<file path="src/verilog/rv_pkg.sv">
`default_nettype none

package rv_pkg;

    localparam int xlen = 32;
    localparam int reg_addr_w = 5;

    typedef logic [xlen-1:0] word_t;
    typedef logic [reg_addr_w-1:0] reg_addr_t;

    // RV32I major opcodes of the supported subset.
    localparam logic [6:0] op_reg    = 7'b0110011;
    localparam logic [6:0] op_imm    = 7'b0010011;
    localparam logic [6:0] op_lui    = 7'b0110111;
    localparam logic [6:0] op_load   = 7'b0000011;
    localparam logic [6:0] op_store  = 7'b0100011;
    localparam logic [6:0] op_branch = 7'b1100011;
    localparam logic [6:0] op_jal    = 7'b1101111;

    typedef enum logic [3:0] {
        alu_add, alu_sub, alu_sll, alu_slt, alu_sltu, alu_xor,
        alu_srl, alu_sra, alu_or, alu_and, alu_pass_b
    } alu_op_e;

    typedef enum logic {a_rs1, a_pc} alu_a_sel_e;

    // b_four gives the link value pc + 4 for JAL.
    typedef enum logic [1:0] {b_rs2, b_imm, b_four} alu_b_sel_e;

    typedef enum logic [1:0] {fwd_reg, fwd_mem, fwd_wb} fwd_sel_e;

    typedef enum logic [2:0] {
        br_none, br_beq, br_bne, br_blt, br_bge, br_bltu, br_bgeu, br_jal
    } br_kind_e;

    typedef struct packed {
        alu_op_e    alu_op;
        alu_a_sel_e alu_a_sel;
        alu_b_sel_e alu_b_sel;
        br_kind_e   br_kind;
        logic       mem_read;
        logic       mem_write;
        logic       reg_write;
    } ctrl_t;

    typedef struct packed {
        word_t     pc;
        word_t     rs1_data;
        word_t     rs2_data;
        word_t     imm;
        reg_addr_t rs1;
        reg_addr_t rs2;
        reg_addr_t rd;
        ctrl_t     ctrl;
    } id_ex_t;

    typedef struct packed {
        word_t     alu_result;
        word_t     store_data;
        reg_addr_t rd;
        logic      mem_read;
        logic      mem_write;
        logic      reg_write;
    } ex_mem_t;

    typedef struct packed {
        word_t     alu_result;
        word_t     load_data;
        reg_addr_t rd;
        logic      mem_read;
        logic      reg_write;
    } mem_wb_t;

endpackage

`default_nettype wire

</file>
<file path="src/verilog/stage_reg.sv">
`timescale 1ns/1ps
`default_nettype none

module stage_reg #(
    parameter type payload_t = logic
) (
    input  logic     clk,
    input  logic     arst_n,
    input  logic     hold,
    input  logic     flush,
    input  payload_t d,
    output payload_t q
);

    // A zero payload has every write enable low, so it is a bubble.
    always_ff @(posedge clk or negedge arst_n) begin
        if (!arst_n) begin
            q <= '0;
        end else if (flush) begin
            q <= '0;
        end else if (!hold) begin
            q <= d;
        end
    end

endmodule

`default_nettype wire

</file>
<file path="src/verilog/fetch_unit.sv">
`timescale 1ns/1ps
`default_nettype none

module fetch_unit #(
    parameter rv_pkg::word_t reset_pc = 32'h0000_0000
) (
    input  logic          clk,
    input  logic          arst_n,
    input  logic          stall,
    input  logic          flush_fd,
    input  logic          taken,
    input  rv_pkg::word_t target,
    input  rv_pkg::word_t imem_data,
    output rv_pkg::word_t imem_addr,
    output rv_pkg::word_t fd_pc,
    output rv_pkg::word_t fd_instr
);
    import rv_pkg::*;

    word_t pc;

    // A taken branch wins over a load-use hold.
    always_ff @(posedge clk or negedge arst_n) begin
        if (!arst_n) begin
            pc <= reset_pc;
        end else if (taken) begin
            pc <= target;
        end else if (!stall) begin
            pc <= pc + 32'd4;
        end
    end

    assign imem_addr = pc;

    // An all-zero word is not a valid opcode and decodes as a bubble.
    always_ff @(posedge clk or negedge arst_n) begin
        if (!arst_n) begin
            fd_pc    <= '0;
            fd_instr <= '0;
        end else if (flush_fd) begin
            fd_pc    <= '0;
            fd_instr <= '0;
        end else if (!stall) begin
            fd_pc    <= pc;
            fd_instr <= imem_data;
        end
    end

endmodule

`default_nettype wire

</file>
<file path="src/verilog/decoder.sv">
`timescale 1ns/1ps
`default_nettype none

module decoder (
    input  rv_pkg::word_t     instr,
    output rv_pkg::ctrl_t     ctrl,
    output rv_pkg::word_t     imm,
    output rv_pkg::reg_addr_t rs1,
    output rv_pkg::reg_addr_t rs2,
    output rv_pkg::reg_addr_t rd
);
    import rv_pkg::*;

    logic [6:0] opcode;
    logic [2:0] funct3;
    logic       funct7_5;
    logic       use_rs1;
    logic       use_rs2;
    alu_op_e    alu_fn;

    assign opcode   = instr[6:0];
    assign funct3   = instr[14:12];
    assign funct7_5 = instr[30];

    // Bit 30 selects SUB only for register-register ops; for ADDI it is immediate.
    always_comb begin
        case (funct3)
            3'b000:  alu_fn = (opcode == op_reg && funct7_5) ? alu_sub : alu_add;
            3'b001:  alu_fn = alu_sll;
            3'b010:  alu_fn = alu_slt;
            3'b011:  alu_fn = alu_sltu;
            3'b100:  alu_fn = alu_xor;
            3'b101:  alu_fn = funct7_5 ? alu_sra : alu_srl;
            3'b110:  alu_fn = alu_or;
            default: alu_fn = alu_and;
        endcase
    end

    always_comb begin
        ctrl.alu_op    = alu_add;
        ctrl.alu_a_sel = a_rs1;
        ctrl.alu_b_sel = b_rs2;
        ctrl.br_kind   = br_none;
        ctrl.mem_read  = 1'b0;
        ctrl.mem_write = 1'b0;
        ctrl.reg_write = 1'b0;
        imm            = '0;
        use_rs1        = 1'b0;
        use_rs2        = 1'b0;
        case (opcode)
            op_reg: begin
                ctrl.alu_op    = alu_fn;
                ctrl.reg_write = 1'b1;
                use_rs1        = 1'b1;
                use_rs2        = 1'b1;
            end
            op_imm: begin
                ctrl.alu_op    = alu_fn;
                ctrl.alu_b_sel = b_imm;
                ctrl.reg_write = 1'b1;
                imm            = {{20{instr[31]}}, instr[31:20]};
                use_rs1        = 1'b1;
            end
            op_lui: begin
                ctrl.alu_op    = alu_pass_b;
                ctrl.alu_b_sel = b_imm;
                ctrl.reg_write = 1'b1;
                imm            = {instr[31:12], 12'b0};
            end
            op_load: begin
                ctrl.alu_b_sel = b_imm;
                ctrl.mem_read  = 1'b1;
                ctrl.reg_write = 1'b1;
                imm            = {{20{instr[31]}}, instr[31:20]};
                use_rs1        = 1'b1;
            end
            op_store: begin
                ctrl.alu_b_sel = b_imm;
                ctrl.mem_write = 1'b1;
                imm            = {{20{instr[31]}}, instr[31:25], instr[11:7]};
                use_rs1        = 1'b1;
                use_rs2        = 1'b1;
            end
            op_branch: begin
                case (funct3)
                    3'b000:  ctrl.br_kind = br_beq;
                    3'b001:  ctrl.br_kind = br_bne;
                    3'b100:  ctrl.br_kind = br_blt;
                    3'b101:  ctrl.br_kind = br_bge;
                    3'b110:  ctrl.br_kind = br_bltu;
                    3'b111:  ctrl.br_kind = br_bgeu;
                    default: ctrl.br_kind = br_none;
                endcase
                imm     = {{20{instr[31]}}, instr[7], instr[30:25], instr[11:8], 1'b0};
                use_rs1 = 1'b1;
                use_rs2 = 1'b1;
            end
            op_jal: begin
                ctrl.alu_a_sel = a_pc;
                ctrl.alu_b_sel = b_four;
                ctrl.br_kind   = br_jal;
                ctrl.reg_write = 1'b1;
                imm = {{12{instr[31]}}, instr[19:12], instr[20], instr[30:21], 1'b0};
            end
            default: begin
            end
        endcase
    end

    // Unused source fields read as x0 so they never forward or stall.
    assign rs1 = use_rs1 ? instr[19:15] : '0;
    assign rs2 = use_rs2 ? instr[24:20] : '0;
    assign rd  = instr[11:7];

endmodule

`default_nettype wire

</file>
<file path="src/verilog/reg_file.sv">
`timescale 1ns/1ps
`default_nettype none

module reg_file (
    input  logic              clk,
    input  logic              arst_n,
    input  rv_pkg::reg_addr_t rs1,
    input  rv_pkg::reg_addr_t rs2,
    input  rv_pkg::mem_wb_t   wb,
    output rv_pkg::word_t     rs1_data,
    output rv_pkg::word_t     rs2_data,
    output rv_pkg::word_t     wb_data
);
    import rv_pkg::*;

    word_t regs [32];
    logic  wr_en;

    assign wb_data = wb.mem_read ? wb.load_data : wb.alu_result;
    assign wr_en   = wb.reg_write && (wb.rd != '0);

    always_ff @(posedge clk or negedge arst_n) begin
        if (!arst_n) begin
            for (int i = 0; i < 32; i++) begin
                regs[i] <= '0;
            end
        end else if (wr_en) begin
            regs[wb.rd] <= wb_data;
        end
    end

    // Same-cycle bypass of the value being written back.
    function automatic word_t read_port(reg_addr_t addr);
        word_t value;
        if (addr == '0) begin
            value = '0;
        end else if (wr_en && wb.rd == addr) begin
            value = wb_data;
        end else begin
            value = regs[addr];
        end
        return value;
    endfunction

    always_comb begin
        rs1_data = read_port(rs1);
        rs2_data = read_port(rs2);
    end

endmodule

`default_nettype wire

</file>
<file path="src/verilog/execute.sv">
`timescale 1ns/1ps
`default_nettype none

module execute (
    input  rv_pkg::id_ex_t   de,
    input  rv_pkg::fwd_sel_e fwd_a,
    input  rv_pkg::fwd_sel_e fwd_b,
    input  rv_pkg::word_t    mem_fwd,
    input  rv_pkg::word_t    wb_fwd,
    output rv_pkg::ex_mem_t  em,
    output logic             taken,
    output rv_pkg::word_t    target
);
    import rv_pkg::*;

    word_t rs1_val;
    word_t rs2_val;
    word_t op_a;
    word_t op_b;
    word_t result;
    logic  eq;
    logic  lt;
    logic  ltu;

    function automatic word_t pick(fwd_sel_e sel, word_t reg_val, word_t mem_val,
                                   word_t wb_val);
        word_t value;
        case (sel)
            fwd_mem: value = mem_val;
            fwd_wb:  value = wb_val;
            default: value = reg_val;
        endcase
        return value;
    endfunction

    assign rs1_val = pick(fwd_a, de.rs1_data, mem_fwd, wb_fwd);
    assign rs2_val = pick(fwd_b, de.rs2_data, mem_fwd, wb_fwd);

    assign op_a = (de.ctrl.alu_a_sel == a_pc) ? de.pc : rs1_val;

    always_comb begin
        case (de.ctrl.alu_b_sel)
            b_imm:   op_b = de.imm;
            b_four:  op_b = 32'd4;
            default: op_b = rs2_val;
        endcase
    end

    always_comb begin
        case (de.ctrl.alu_op)
            alu_sub:    result = op_a - op_b;
            alu_sll:    result = op_a << op_b[4:0];
            alu_slt:    result = {31'b0, $signed(op_a) < $signed(op_b)};
            alu_sltu:   result = {31'b0, op_a < op_b};
            alu_xor:    result = op_a ^ op_b;
            alu_srl:    result = op_a >> op_b[4:0];
            alu_sra:    result = $unsigned($signed(op_a) >>> op_b[4:0]);
            alu_or:     result = op_a | op_b;
            alu_and:    result = op_a & op_b;
            alu_pass_b: result = op_b;
            default:    result = op_a + op_b;
        endcase
    end

    // Branch compare works on the forwarded sources, not the ALU operands.
    assign eq  = (rs1_val == rs2_val);
    assign lt  = ($signed(rs1_val) < $signed(rs2_val));
    assign ltu = (rs1_val < rs2_val);

    always_comb begin
        case (de.ctrl.br_kind)
            br_beq:  taken = eq;
            br_bne:  taken = !eq;
            br_blt:  taken = lt;
            br_bge:  taken = !lt;
            br_bltu: taken = ltu;
            br_bgeu: taken = !ltu;
            br_jal:  taken = 1'b1;
            default: taken = 1'b0;
        endcase
    end

    assign target = de.pc + de.imm;

    assign em.alu_result = result;
    assign em.store_data = rs2_val;
    assign em.rd         = de.rd;
    assign em.mem_read   = de.ctrl.mem_read;
    assign em.mem_write  = de.ctrl.mem_write;
    assign em.reg_write  = de.ctrl.reg_write;

endmodule

`default_nettype wire

</file>
<file path="src/verilog/hazard_ctrl.sv">
`timescale 1ns/1ps
`default_nettype none

module hazard_ctrl (
    input  rv_pkg::reg_addr_t id_rs1,
    input  rv_pkg::reg_addr_t id_rs2,
    input  rv_pkg::id_ex_t    de,
    input  rv_pkg::reg_addr_t mem_rd,
    input  rv_pkg::reg_addr_t wb_rd,
    input  logic              mem_reg_write,
    input  logic              wb_reg_write,
    input  logic              taken,
    output rv_pkg::fwd_sel_e  fwd_a,
    output rv_pkg::fwd_sel_e  fwd_b,
    output logic              stall,
    output logic              flush_fd,
    output logic              flush_de
);
    import rv_pkg::*;

    logic load_use;

    // The memory stage holds the younger result, so it is checked first.
    function automatic fwd_sel_e pick_source(reg_addr_t src);
        fwd_sel_e sel;
        sel = fwd_reg;
        if (src != '0 && mem_reg_write && mem_rd == src) begin
            sel = fwd_mem;
        end else if (src != '0 && wb_reg_write && wb_rd == src) begin
            sel = fwd_wb;
        end
        return sel;
    endfunction

    always_comb begin
        fwd_a = pick_source(de.rs1);
        fwd_b = pick_source(de.rs2);
    end

    // Load data only exists after the memory stage.
    assign load_use = de.ctrl.mem_read && (de.rd != '0)
                      && (de.rd == id_rs1 || de.rd == id_rs2);

    assign stall    = load_use && !taken;
    assign flush_fd = taken;
    assign flush_de = taken || load_use;

endmodule

`default_nettype wire

</file>
<file path="src/verilog/rv_core.sv">
`timescale 1ns/1ps
`default_nettype none

module rv_core #(
    parameter rv_pkg::word_t reset_pc = 32'h0000_0000
) (
    input  logic          clk,
    input  logic          arst_n,
    output rv_pkg::word_t imem_addr,
    input  rv_pkg::word_t imem_data,
    output rv_pkg::word_t dmem_addr,
    output rv_pkg::word_t dmem_wdata,
    output logic          dmem_we,
    input  rv_pkg::word_t dmem_rdata
);
    import rv_pkg::*;

    word_t     fd_pc;
    word_t     fd_instr;
    ctrl_t     id_ctrl;
    word_t     id_imm;
    reg_addr_t id_rs1;
    reg_addr_t id_rs2;
    reg_addr_t id_rd;
    word_t     rs1_data;
    word_t     rs2_data;
    word_t     wb_data;
    id_ex_t    id_payload;
    id_ex_t    de;
    ex_mem_t   ex_payload;
    ex_mem_t   em;
    mem_wb_t   mem_payload;
    mem_wb_t   wb;
    fwd_sel_e  fwd_a;
    fwd_sel_e  fwd_b;
    logic      stall;
    logic      flush_fd;
    logic      flush_de;
    logic      taken;
    word_t     target;

    fetch_unit #(.reset_pc(reset_pc)) u_fetch (
        .clk(clk), .arst_n(arst_n), .stall(stall), .flush_fd(flush_fd),
        .taken(taken), .target(target), .imem_data(imem_data),
        .imem_addr(imem_addr), .fd_pc(fd_pc), .fd_instr(fd_instr)
    );

    decoder u_decoder (
        .instr(fd_instr), .ctrl(id_ctrl), .imm(id_imm),
        .rs1(id_rs1), .rs2(id_rs2), .rd(id_rd)
    );

    reg_file u_reg_file (
        .clk(clk), .arst_n(arst_n), .rs1(id_rs1), .rs2(id_rs2), .wb(wb),
        .rs1_data(rs1_data), .rs2_data(rs2_data), .wb_data(wb_data)
    );

    assign id_payload = '{pc: fd_pc, rs1_data: rs1_data, rs2_data: rs2_data, imm: id_imm,
                          rs1: id_rs1, rs2: id_rs2, rd: id_rd, ctrl: id_ctrl};

    stage_reg #(.payload_t(id_ex_t)) u_de_reg (
        .clk(clk), .arst_n(arst_n), .hold(1'b0), .flush(flush_de), .d(id_payload), .q(de)
    );

    execute u_execute (
        .de(de), .fwd_a(fwd_a), .fwd_b(fwd_b), .mem_fwd(em.alu_result), .wb_fwd(wb_data),
        .em(ex_payload), .taken(taken), .target(target)
    );

    stage_reg #(.payload_t(ex_mem_t)) u_em_reg (
        .clk(clk), .arst_n(arst_n), .hold(1'b0), .flush(1'b0), .d(ex_payload), .q(em)
    );

    // Memory stage drives the data port straight from the register.
    assign dmem_addr  = em.alu_result;
    assign dmem_wdata = em.store_data;
    assign dmem_we    = em.mem_write;

    assign mem_payload = '{alu_result: em.alu_result, load_data: dmem_rdata, rd: em.rd,
                           mem_read: em.mem_read, reg_write: em.reg_write};

    stage_reg #(.payload_t(mem_wb_t)) u_mw_reg (
        .clk(clk), .arst_n(arst_n), .hold(1'b0), .flush(1'b0), .d(mem_payload), .q(wb)
    );

    hazard_ctrl u_hazard (
        .id_rs1(id_rs1), .id_rs2(id_rs2), .de(de),
        .mem_rd(em.rd), .wb_rd(wb.rd),
        .mem_reg_write(em.reg_write), .wb_reg_write(wb.reg_write), .taken(taken),
        .fwd_a(fwd_a), .fwd_b(fwd_b),
        .stall(stall), .flush_fd(flush_fd), .flush_de(flush_de)
    );

endmodule

`default_nettype wire

</file>
<file path="config.mk">
export PLATFORM = sky130hd
export DESIGN_NAME = rv_core
export DESIGN_NICKNAME = d
export VERILOG_FILES = /design/src/verilog/rv_pkg.sv /design/src/verilog/stage_reg.sv /design/src/verilog/fetch_unit.sv /design/src/verilog/decoder.sv /design/src/verilog/reg_file.sv /design/src/verilog/execute.sv /design/src/verilog/hazard_ctrl.sv /design/src/verilog/rv_core.sv
export SDC_FILE = /design/constraint.sdc
export NUM_CORES = 2
export LEC_CHECK = 0
export BUFFER_PORTS_ARGS = -buffer_cell sky130_fd_sc_hd__clkbuf_2
export CELL_PAD_IN_SITES_DETAIL_PLACEMENT = 1
export CELL_PAD_IN_SITES_GLOBAL_PLACEMENT = 1
export CORE_MARGIN = 5
export CORE_UTILIZATION = 50
export DETAILED_ROUTE_END_ITERATION = 7
export PLACE_DENSITY_LB_ADDON = 0.12
export SETUP_SLACK_MARGIN = 0.05
export SKIP_CTS_REPAIR_TIMING = 1
export SYNTH_ARGS = -nofsm -noshare
export SYNTH_HDL_FRONTEND = slang
export SYNTH_SLANG_ARGS = --single-unit
export TNS_END_PERCENT = 30
</file>
<file path="constraint.sdc">
create_clock -name clk -period 7.5 [get_ports clk]
set_input_delay 0 -clock clk [delete_from_list [all_inputs] [get_ports clk]]
set_output_delay 0 -clock clk [all_outputs]
set_load 0.01 [all_outputs]
</file>
# Yosys cells after proc, flatten, opt, wreduce, memory -nomap -nowiden
# Index checks and enable logic that the tools add are counted.
# W data, S select, Z words.
# classes
multipliers	0
n_mux	47
bitwise	6
eq_ne	47
reduce_logical	35
div_mod_pow	0
n_lt_le_gt_ge	8
shifts	3
addsub	4
# ops
op	count
$bwmux W1024	1
$mux W32	17
$bmux W32 S5	2
$pmux W32 S10	1
$pmux W32 S2	3
$demux W32 S5	1
$pmux W32 S5	1
$mux W156	1
$lt A32 B32 Y1	4
$add A32 B32 Y32	2
$eq A5 B5 Y1	8
$add A32 B3 Y32 const B	1
$and A32 B32 Y32	1
$eq A32 B32 Y1	1
$or A32 B32 Y32	1
$shl A32 B5 Y32	1
$shr A32 B5 Y32	1
$sshr A32 B5 Y32	1
$sub A32 B32 Y32	1
$xor A32 B32 Y32	1
$pmux W4 S7	1
$eq A3 B3 Y1 const B	8
$eq A7 B6 Y1 const B	3
$reduce_bool A5 Y1	4
32 further kinds	84
# word_totals
wordCells	210
mem_count	0
output_inout_bits	97
mem_bits_ro	0
input_bits	66
ff_bits	1419
latch_bits	0
ram_bits	0

# Logic depth before layout (Yosys ltp)
# logic_depth
ltp_word	14
ltp_mapped	26
depth_no_buf	21

# Modules after synthesis
# From an unflattened synthesis, not the netlist that was laid out.
# hier_totals
hier_cells	8583
hier_area_um2	84589.9
# modules_own_cells
mod	seq_area_each_um2	instances	cells_per_inst	area_per_inst_um2
reg_file	25624.6	1	4986	53513.8
execute	0.0	1	2048	13115.1
stage_reg at u_de_reg	3903.7	1	503	6451.2
fetch_unit	2402.3	1	403	4355.4
stage_reg at u_em_reg	1801.7	1	232	2940.3
stage_reg at u_mw_reg	1776.7	1	229	2901.5
decoder	0.0	1	127	860.8
hazard_ctrl	0.0	1	54	447.9
rv_core	0.0	1	1	3.8

# Least setup slack after synthesis
# No wires, ideal clock.
# synth_timing
path_kind	flip-flop to flip-flop
from	register u_de_reg.q[8] (netlist bit)
to	register u_em_reg.q[70] (netlist bit)
t_arrival_ns	6.096
period_less_slack_ns	6.214
path_buffers	7
path_slack_ns	1.286
path_stages_with_launch	25
setup_time_ns	0.118
cell_sequence	dfrtp_1 -> clkbuf_1 -> clkbuf_1 -> buf_1 -> inv_1 -> ha_1 -> a21oi_1 -> nor2_1 -> a21oi_2 -> buf_2 -> buf_2 -> clkbuf_1 -> ha_1 -> clkbuf_1 -> o21ba_2 -> or4_1 -> and3_1 -> o41ai_1 -> or4_1 -> a41o_1 -> a211o_1 -> a21oi_1 -> o41a_1 -> a221o_1 -> a21o_1
# synth_rtl
element	line	rtl
start, declared	stage_reg.sv:12	output payload_t q
start signal, assigned	stage_reg.sv:18	q <= '0;
start signal, assigned	stage_reg.sv:20	q <= '0;
start signal, assigned	stage_reg.sv:22	q <= d;
end signal, assigned	stage_reg.sv:18	
end signal, assigned	stage_reg.sv:20	
end signal, assigned	stage_reg.sv:22	
end, declared	stage_reg.sv:12	

==> run_results.csv <==
group,metric,value,unit
clock_tree,clk_path_buf_depth,3,
critical_path,crit_start,"u_mw_reg.q[3]",
sta,tightestPinTransition,1.34,ns
power,combPwrFrac,8.5,%
grt,track_usage,40.5,%
sta,finalMaxSlewViolations,0,
critical_path,critical_path.top_delay_family,"compound AO/OA/AOI/OAI gates",
clock_tree,clock-sinks,1418,
die,row_count,148,
sta,tns,0,ns
synthesis,synth_warnings,0,
critical_path,required,8.12,ns
critical_path,crit_path_start_kind,"flop",
sta,finalWorstSetupSlack,0.538,ns
power,p_seq_share,46.5,%
grt,grt_remaining_overflow,0,
hold_path,whs_endpoint,"u_fetch.fd_instr[29]",
critical_path,path_common_cell,"o21ai_0",
layout,final_util,55.7,%
power,power_leakage,38.8,nW
critical_path,setup.worst_path.class,"reg -> reg",
power,peakVddDrop,0.000242,V
sta,fmax,144,MHz
layout,regArea,0.0355,mm²
sta,setup_viol,0,
routing,met2_length,162000,µm
sta,hold_violations,7,
hold_path,min_path_type,"in -> reg",
synthesis,yosysMostFrequentCell,"nand2_1",
layout,design_area,0.0907,mm²
layout,n_fill_cell,18300,
synthesis,yosysTopAreaCellShare,43.3,%
routing,drtIter0Drc,8172,
place,dp_hpwl,226000,µm
clock_tree,worstSkewPairLatency,0.84,ns
place,port_buffers,162,
power,p_per_area,200,mW/mm²
synthesis,synthArstFlopShare,100,%
clock_tree,cts_made_buffers,160,
critical_path,slowest_stage,"o21ai_0",
routing,post_drt_via_cell_ratio,6.87,
die,die_h,415,µm
critical_path,r2r_slack,0.54,ns
synthesis,synth_area_leader_cell,"dfrtp_1",
critical_path,slowest_delay,0.74,ns
power,switching_power,4.90,mW
clock_tree,path_clk_slew,0.07,ns
synthesis,synth_common_cells,"nand2_1, dfrtp_1, o21ai_0",
synthesis,ys_seq_area_share,43.3,%
sta,hold-worst-slack,-0.0185,ns
critical_path,path_buf_inv,2,
die,design.die.area,0.172,mm²
clock_tree,cts_tree,"yes",
routing,wirelength,362000,µm
routing,met3WireLength,31800,µm
routing,antenna_left,0,
sta,relSlewSlack,9.81,%
synthesis,synth_edf_count,0,
run_status,outcome,"complete, but fails checks",
synthesis,yosys_register_bits,1418,
sta,fin_crit,6.96,ns
job,maxCapViolCount,0,
critical_path,crit_chain,"xnor2_1, nand4_1, nor2_4, o21ai_0, o21ai_0, inv_1, o21ai_0, ha_1, nand2_1, a2111oi_0, a211oi_1, buf_4, a21oi_1, a31oi_1, o311ai_0, o41ai_1, o21ai_0, o22ai_1, o2111ai_1",
run_status,violations,"negative hold slack",
critical_path,crit_fanout,26,
critical_path,timing.rr.start,"u_mw_reg.q[3]",
critical_path,worst-path-stages,19,
layout,drive_above_1_share,12.1,%
layout,final_cells,11100,
clock_tree,h-tree-depth,4,
critical_path,end_kind,"flop",
synthesis,syn-instance-count,9070,
routing,highest_layer,"met5",
die,die-width,415,µm
clock_tree,cts_root_buf,"clkbuf_16",
sta,period_share,92.8,%
layout,syn2layout_area_growth,10.7,%
die,core,0.163,mm²
routing,post_drt_wl_per_cell,32.7,µm
critical_path,reg2reg_to,"u_em_reg.q[69]",
power,internal-power,13.3,mW
routing,detail_route.first_pass.iterations,6,
synthesis,synth.distinct_cells,97,
grt,grt_pass1_wl,525000,µm
power,power.total,18.2,mW
place,pre_cts_slack,1.08,ns
power,switching_share,27.0,%
synthesis,syn_nets,9302,
routing,drc,0,
place,dp.cells,10700,
grt,grt_antenna_before_repair,16,
layout,multi_input_area,0.0427,mm²
synthesis,syn_avg_cell_area,9.03,µm²
synthesis,syn_area,0.0819,mm²
routing,num_vias,76200,
routing,met1Wirelength,144000,µm
grt,grt_start_max_net_pins,155,
hold_path,holdPathStages,4,
hold_path,hp-start,"imem_data[29]",
sta,clock_skew,0.0821,ns
place,dpl_cell_area,0.0843,mm²
grt,grt_pass1_vias,76700,
critical_path,timing.reg2reg.worst_path_depth,19,
synthesis,synth-main-ff-cell,"dfrtp_1",
die,start_util,50.3,%
layout,fin_nets,9020,
critical_path,arrival,7.58,ns
place,gp_congestion,1.02,
synthesis,synth_area_leaders,"dfrtp_1, nand2_1, o21ai_0, mux4_2, mux2i_1",
power,p_clk_share,44.9,%
die,ios,163,
sta,rsz0062_at_grt,"no",
layer usage:
layer  vias up  global-route usage, %
met4         8                   22.8
met1     39200                   53.3
met3      1043                   8.23
met5         -                      0
met2      3846                   62.7
li1      32000                      -
registers in the layout, summed over array words and instances, names as in the netlist:
register / flops
u_em_reg.q: 72
u_de_reg.q: 155
u_fetch.fd_pc: 32
u_fetch.fd_instr: 32
u_reg_file.regs: 1024
u_fetch.imem_addr: 32
u_mw_reg.q: 71
worst max path at each step:
| stage | end | slack (ns) |
|---|---|---|
| floorplan | u_em_reg.q[70] | 1.29 |
| global placement | u_em_reg.q[63] | 1.18 |
| detailed placement | u_de_reg.q[119] | 1.08 |
| CTS | u_em_reg.q[69] | 0.92 |
| global route | u_em_reg.q[69] | 0.26 |
| finish | u_em_reg.q[69] | 0.54 |
power groups by stage:
stage / combinational, mW / clock, mW / sequential [mW]
CTS: 1.49 / 8.20 / 8.44
detailed placement: 1.47 / 0 / 8.56
global route: 1.69 / 8.55 / 8.48
floorplan: 0.893 / 0 / 8.35
finish: 1.55 / 8.16 / 8.46
global placement: 1.41 / 0 / 8.55
worst register-to-register path, cell delays in order, from the launching register on:
cell and delay (ns):
dfrtp_1 0.68, xnor2_1 0.21, nand4_1 0.28, nor2_4 0.59, o21ai_0 0.17, o21ai_0 0.74, inv_1 0.14, o21ai_0 0.72
ha_1 0.48, nand2_1 0.16, a2111oi_0 0.08, a211oi_1 0.38, buf_4 0.21, a21oi_1 0.11, a31oi_1 0.35, o311ai_0 0.27
o41ai_1 0.61, o21ai_0 0.21, o22ai_1 0.23, o2111ai_1 0.13
final cells by class:
type	count	share of cell area, %
Antenna cell	4	0.0110
Clock inverter	47	0.677
Clock buffer	239	5.19
Sequential cell	1418	39.1
Inverter	136	0.571
Timing Repair Buffer	503	4.39
Tap cell	2175	3.00
Multi-Input combinational cell	6569	47.0
cell usage in the layout (no fill, tap or decap), types with 82 or more instances in the layout:
master and instances:
nand2_1 1443, dfrtp_1 1411, o21ai_0 903, a21oi_1 700, nor2_1 700, mux2i_1 387
a211oi_1 279, a311oi_1 223, buf_4 211, mux4_2 192, nand3_1 191, ha_1 163
clkbuf_16 163, clkbuf_2 161, inv_1 130, a221oi_1 120, nor2b_1 113, dlygate4sd3_1 103
mux2_2 92, nor3_1 82
cells by family (layout without fill, tap and decap cells):
group / after synthesis / count (layout) / synth area share, %
simple gates: 2877 / 2877 / 15.1
fa+ha+maj: 166 / 166 / 2.56
flops: 1418 / 1418 / 43.3
buf+inv: 1083 / 925 / 5.39
mux: 682 / 682 / 11.4
compound gates: 2742 / 2742 / 21.1
xor+xnor: 102 / 102 / 1.09
other cells: 0 / 4 / 0
(Power assumes the default switching activity.)
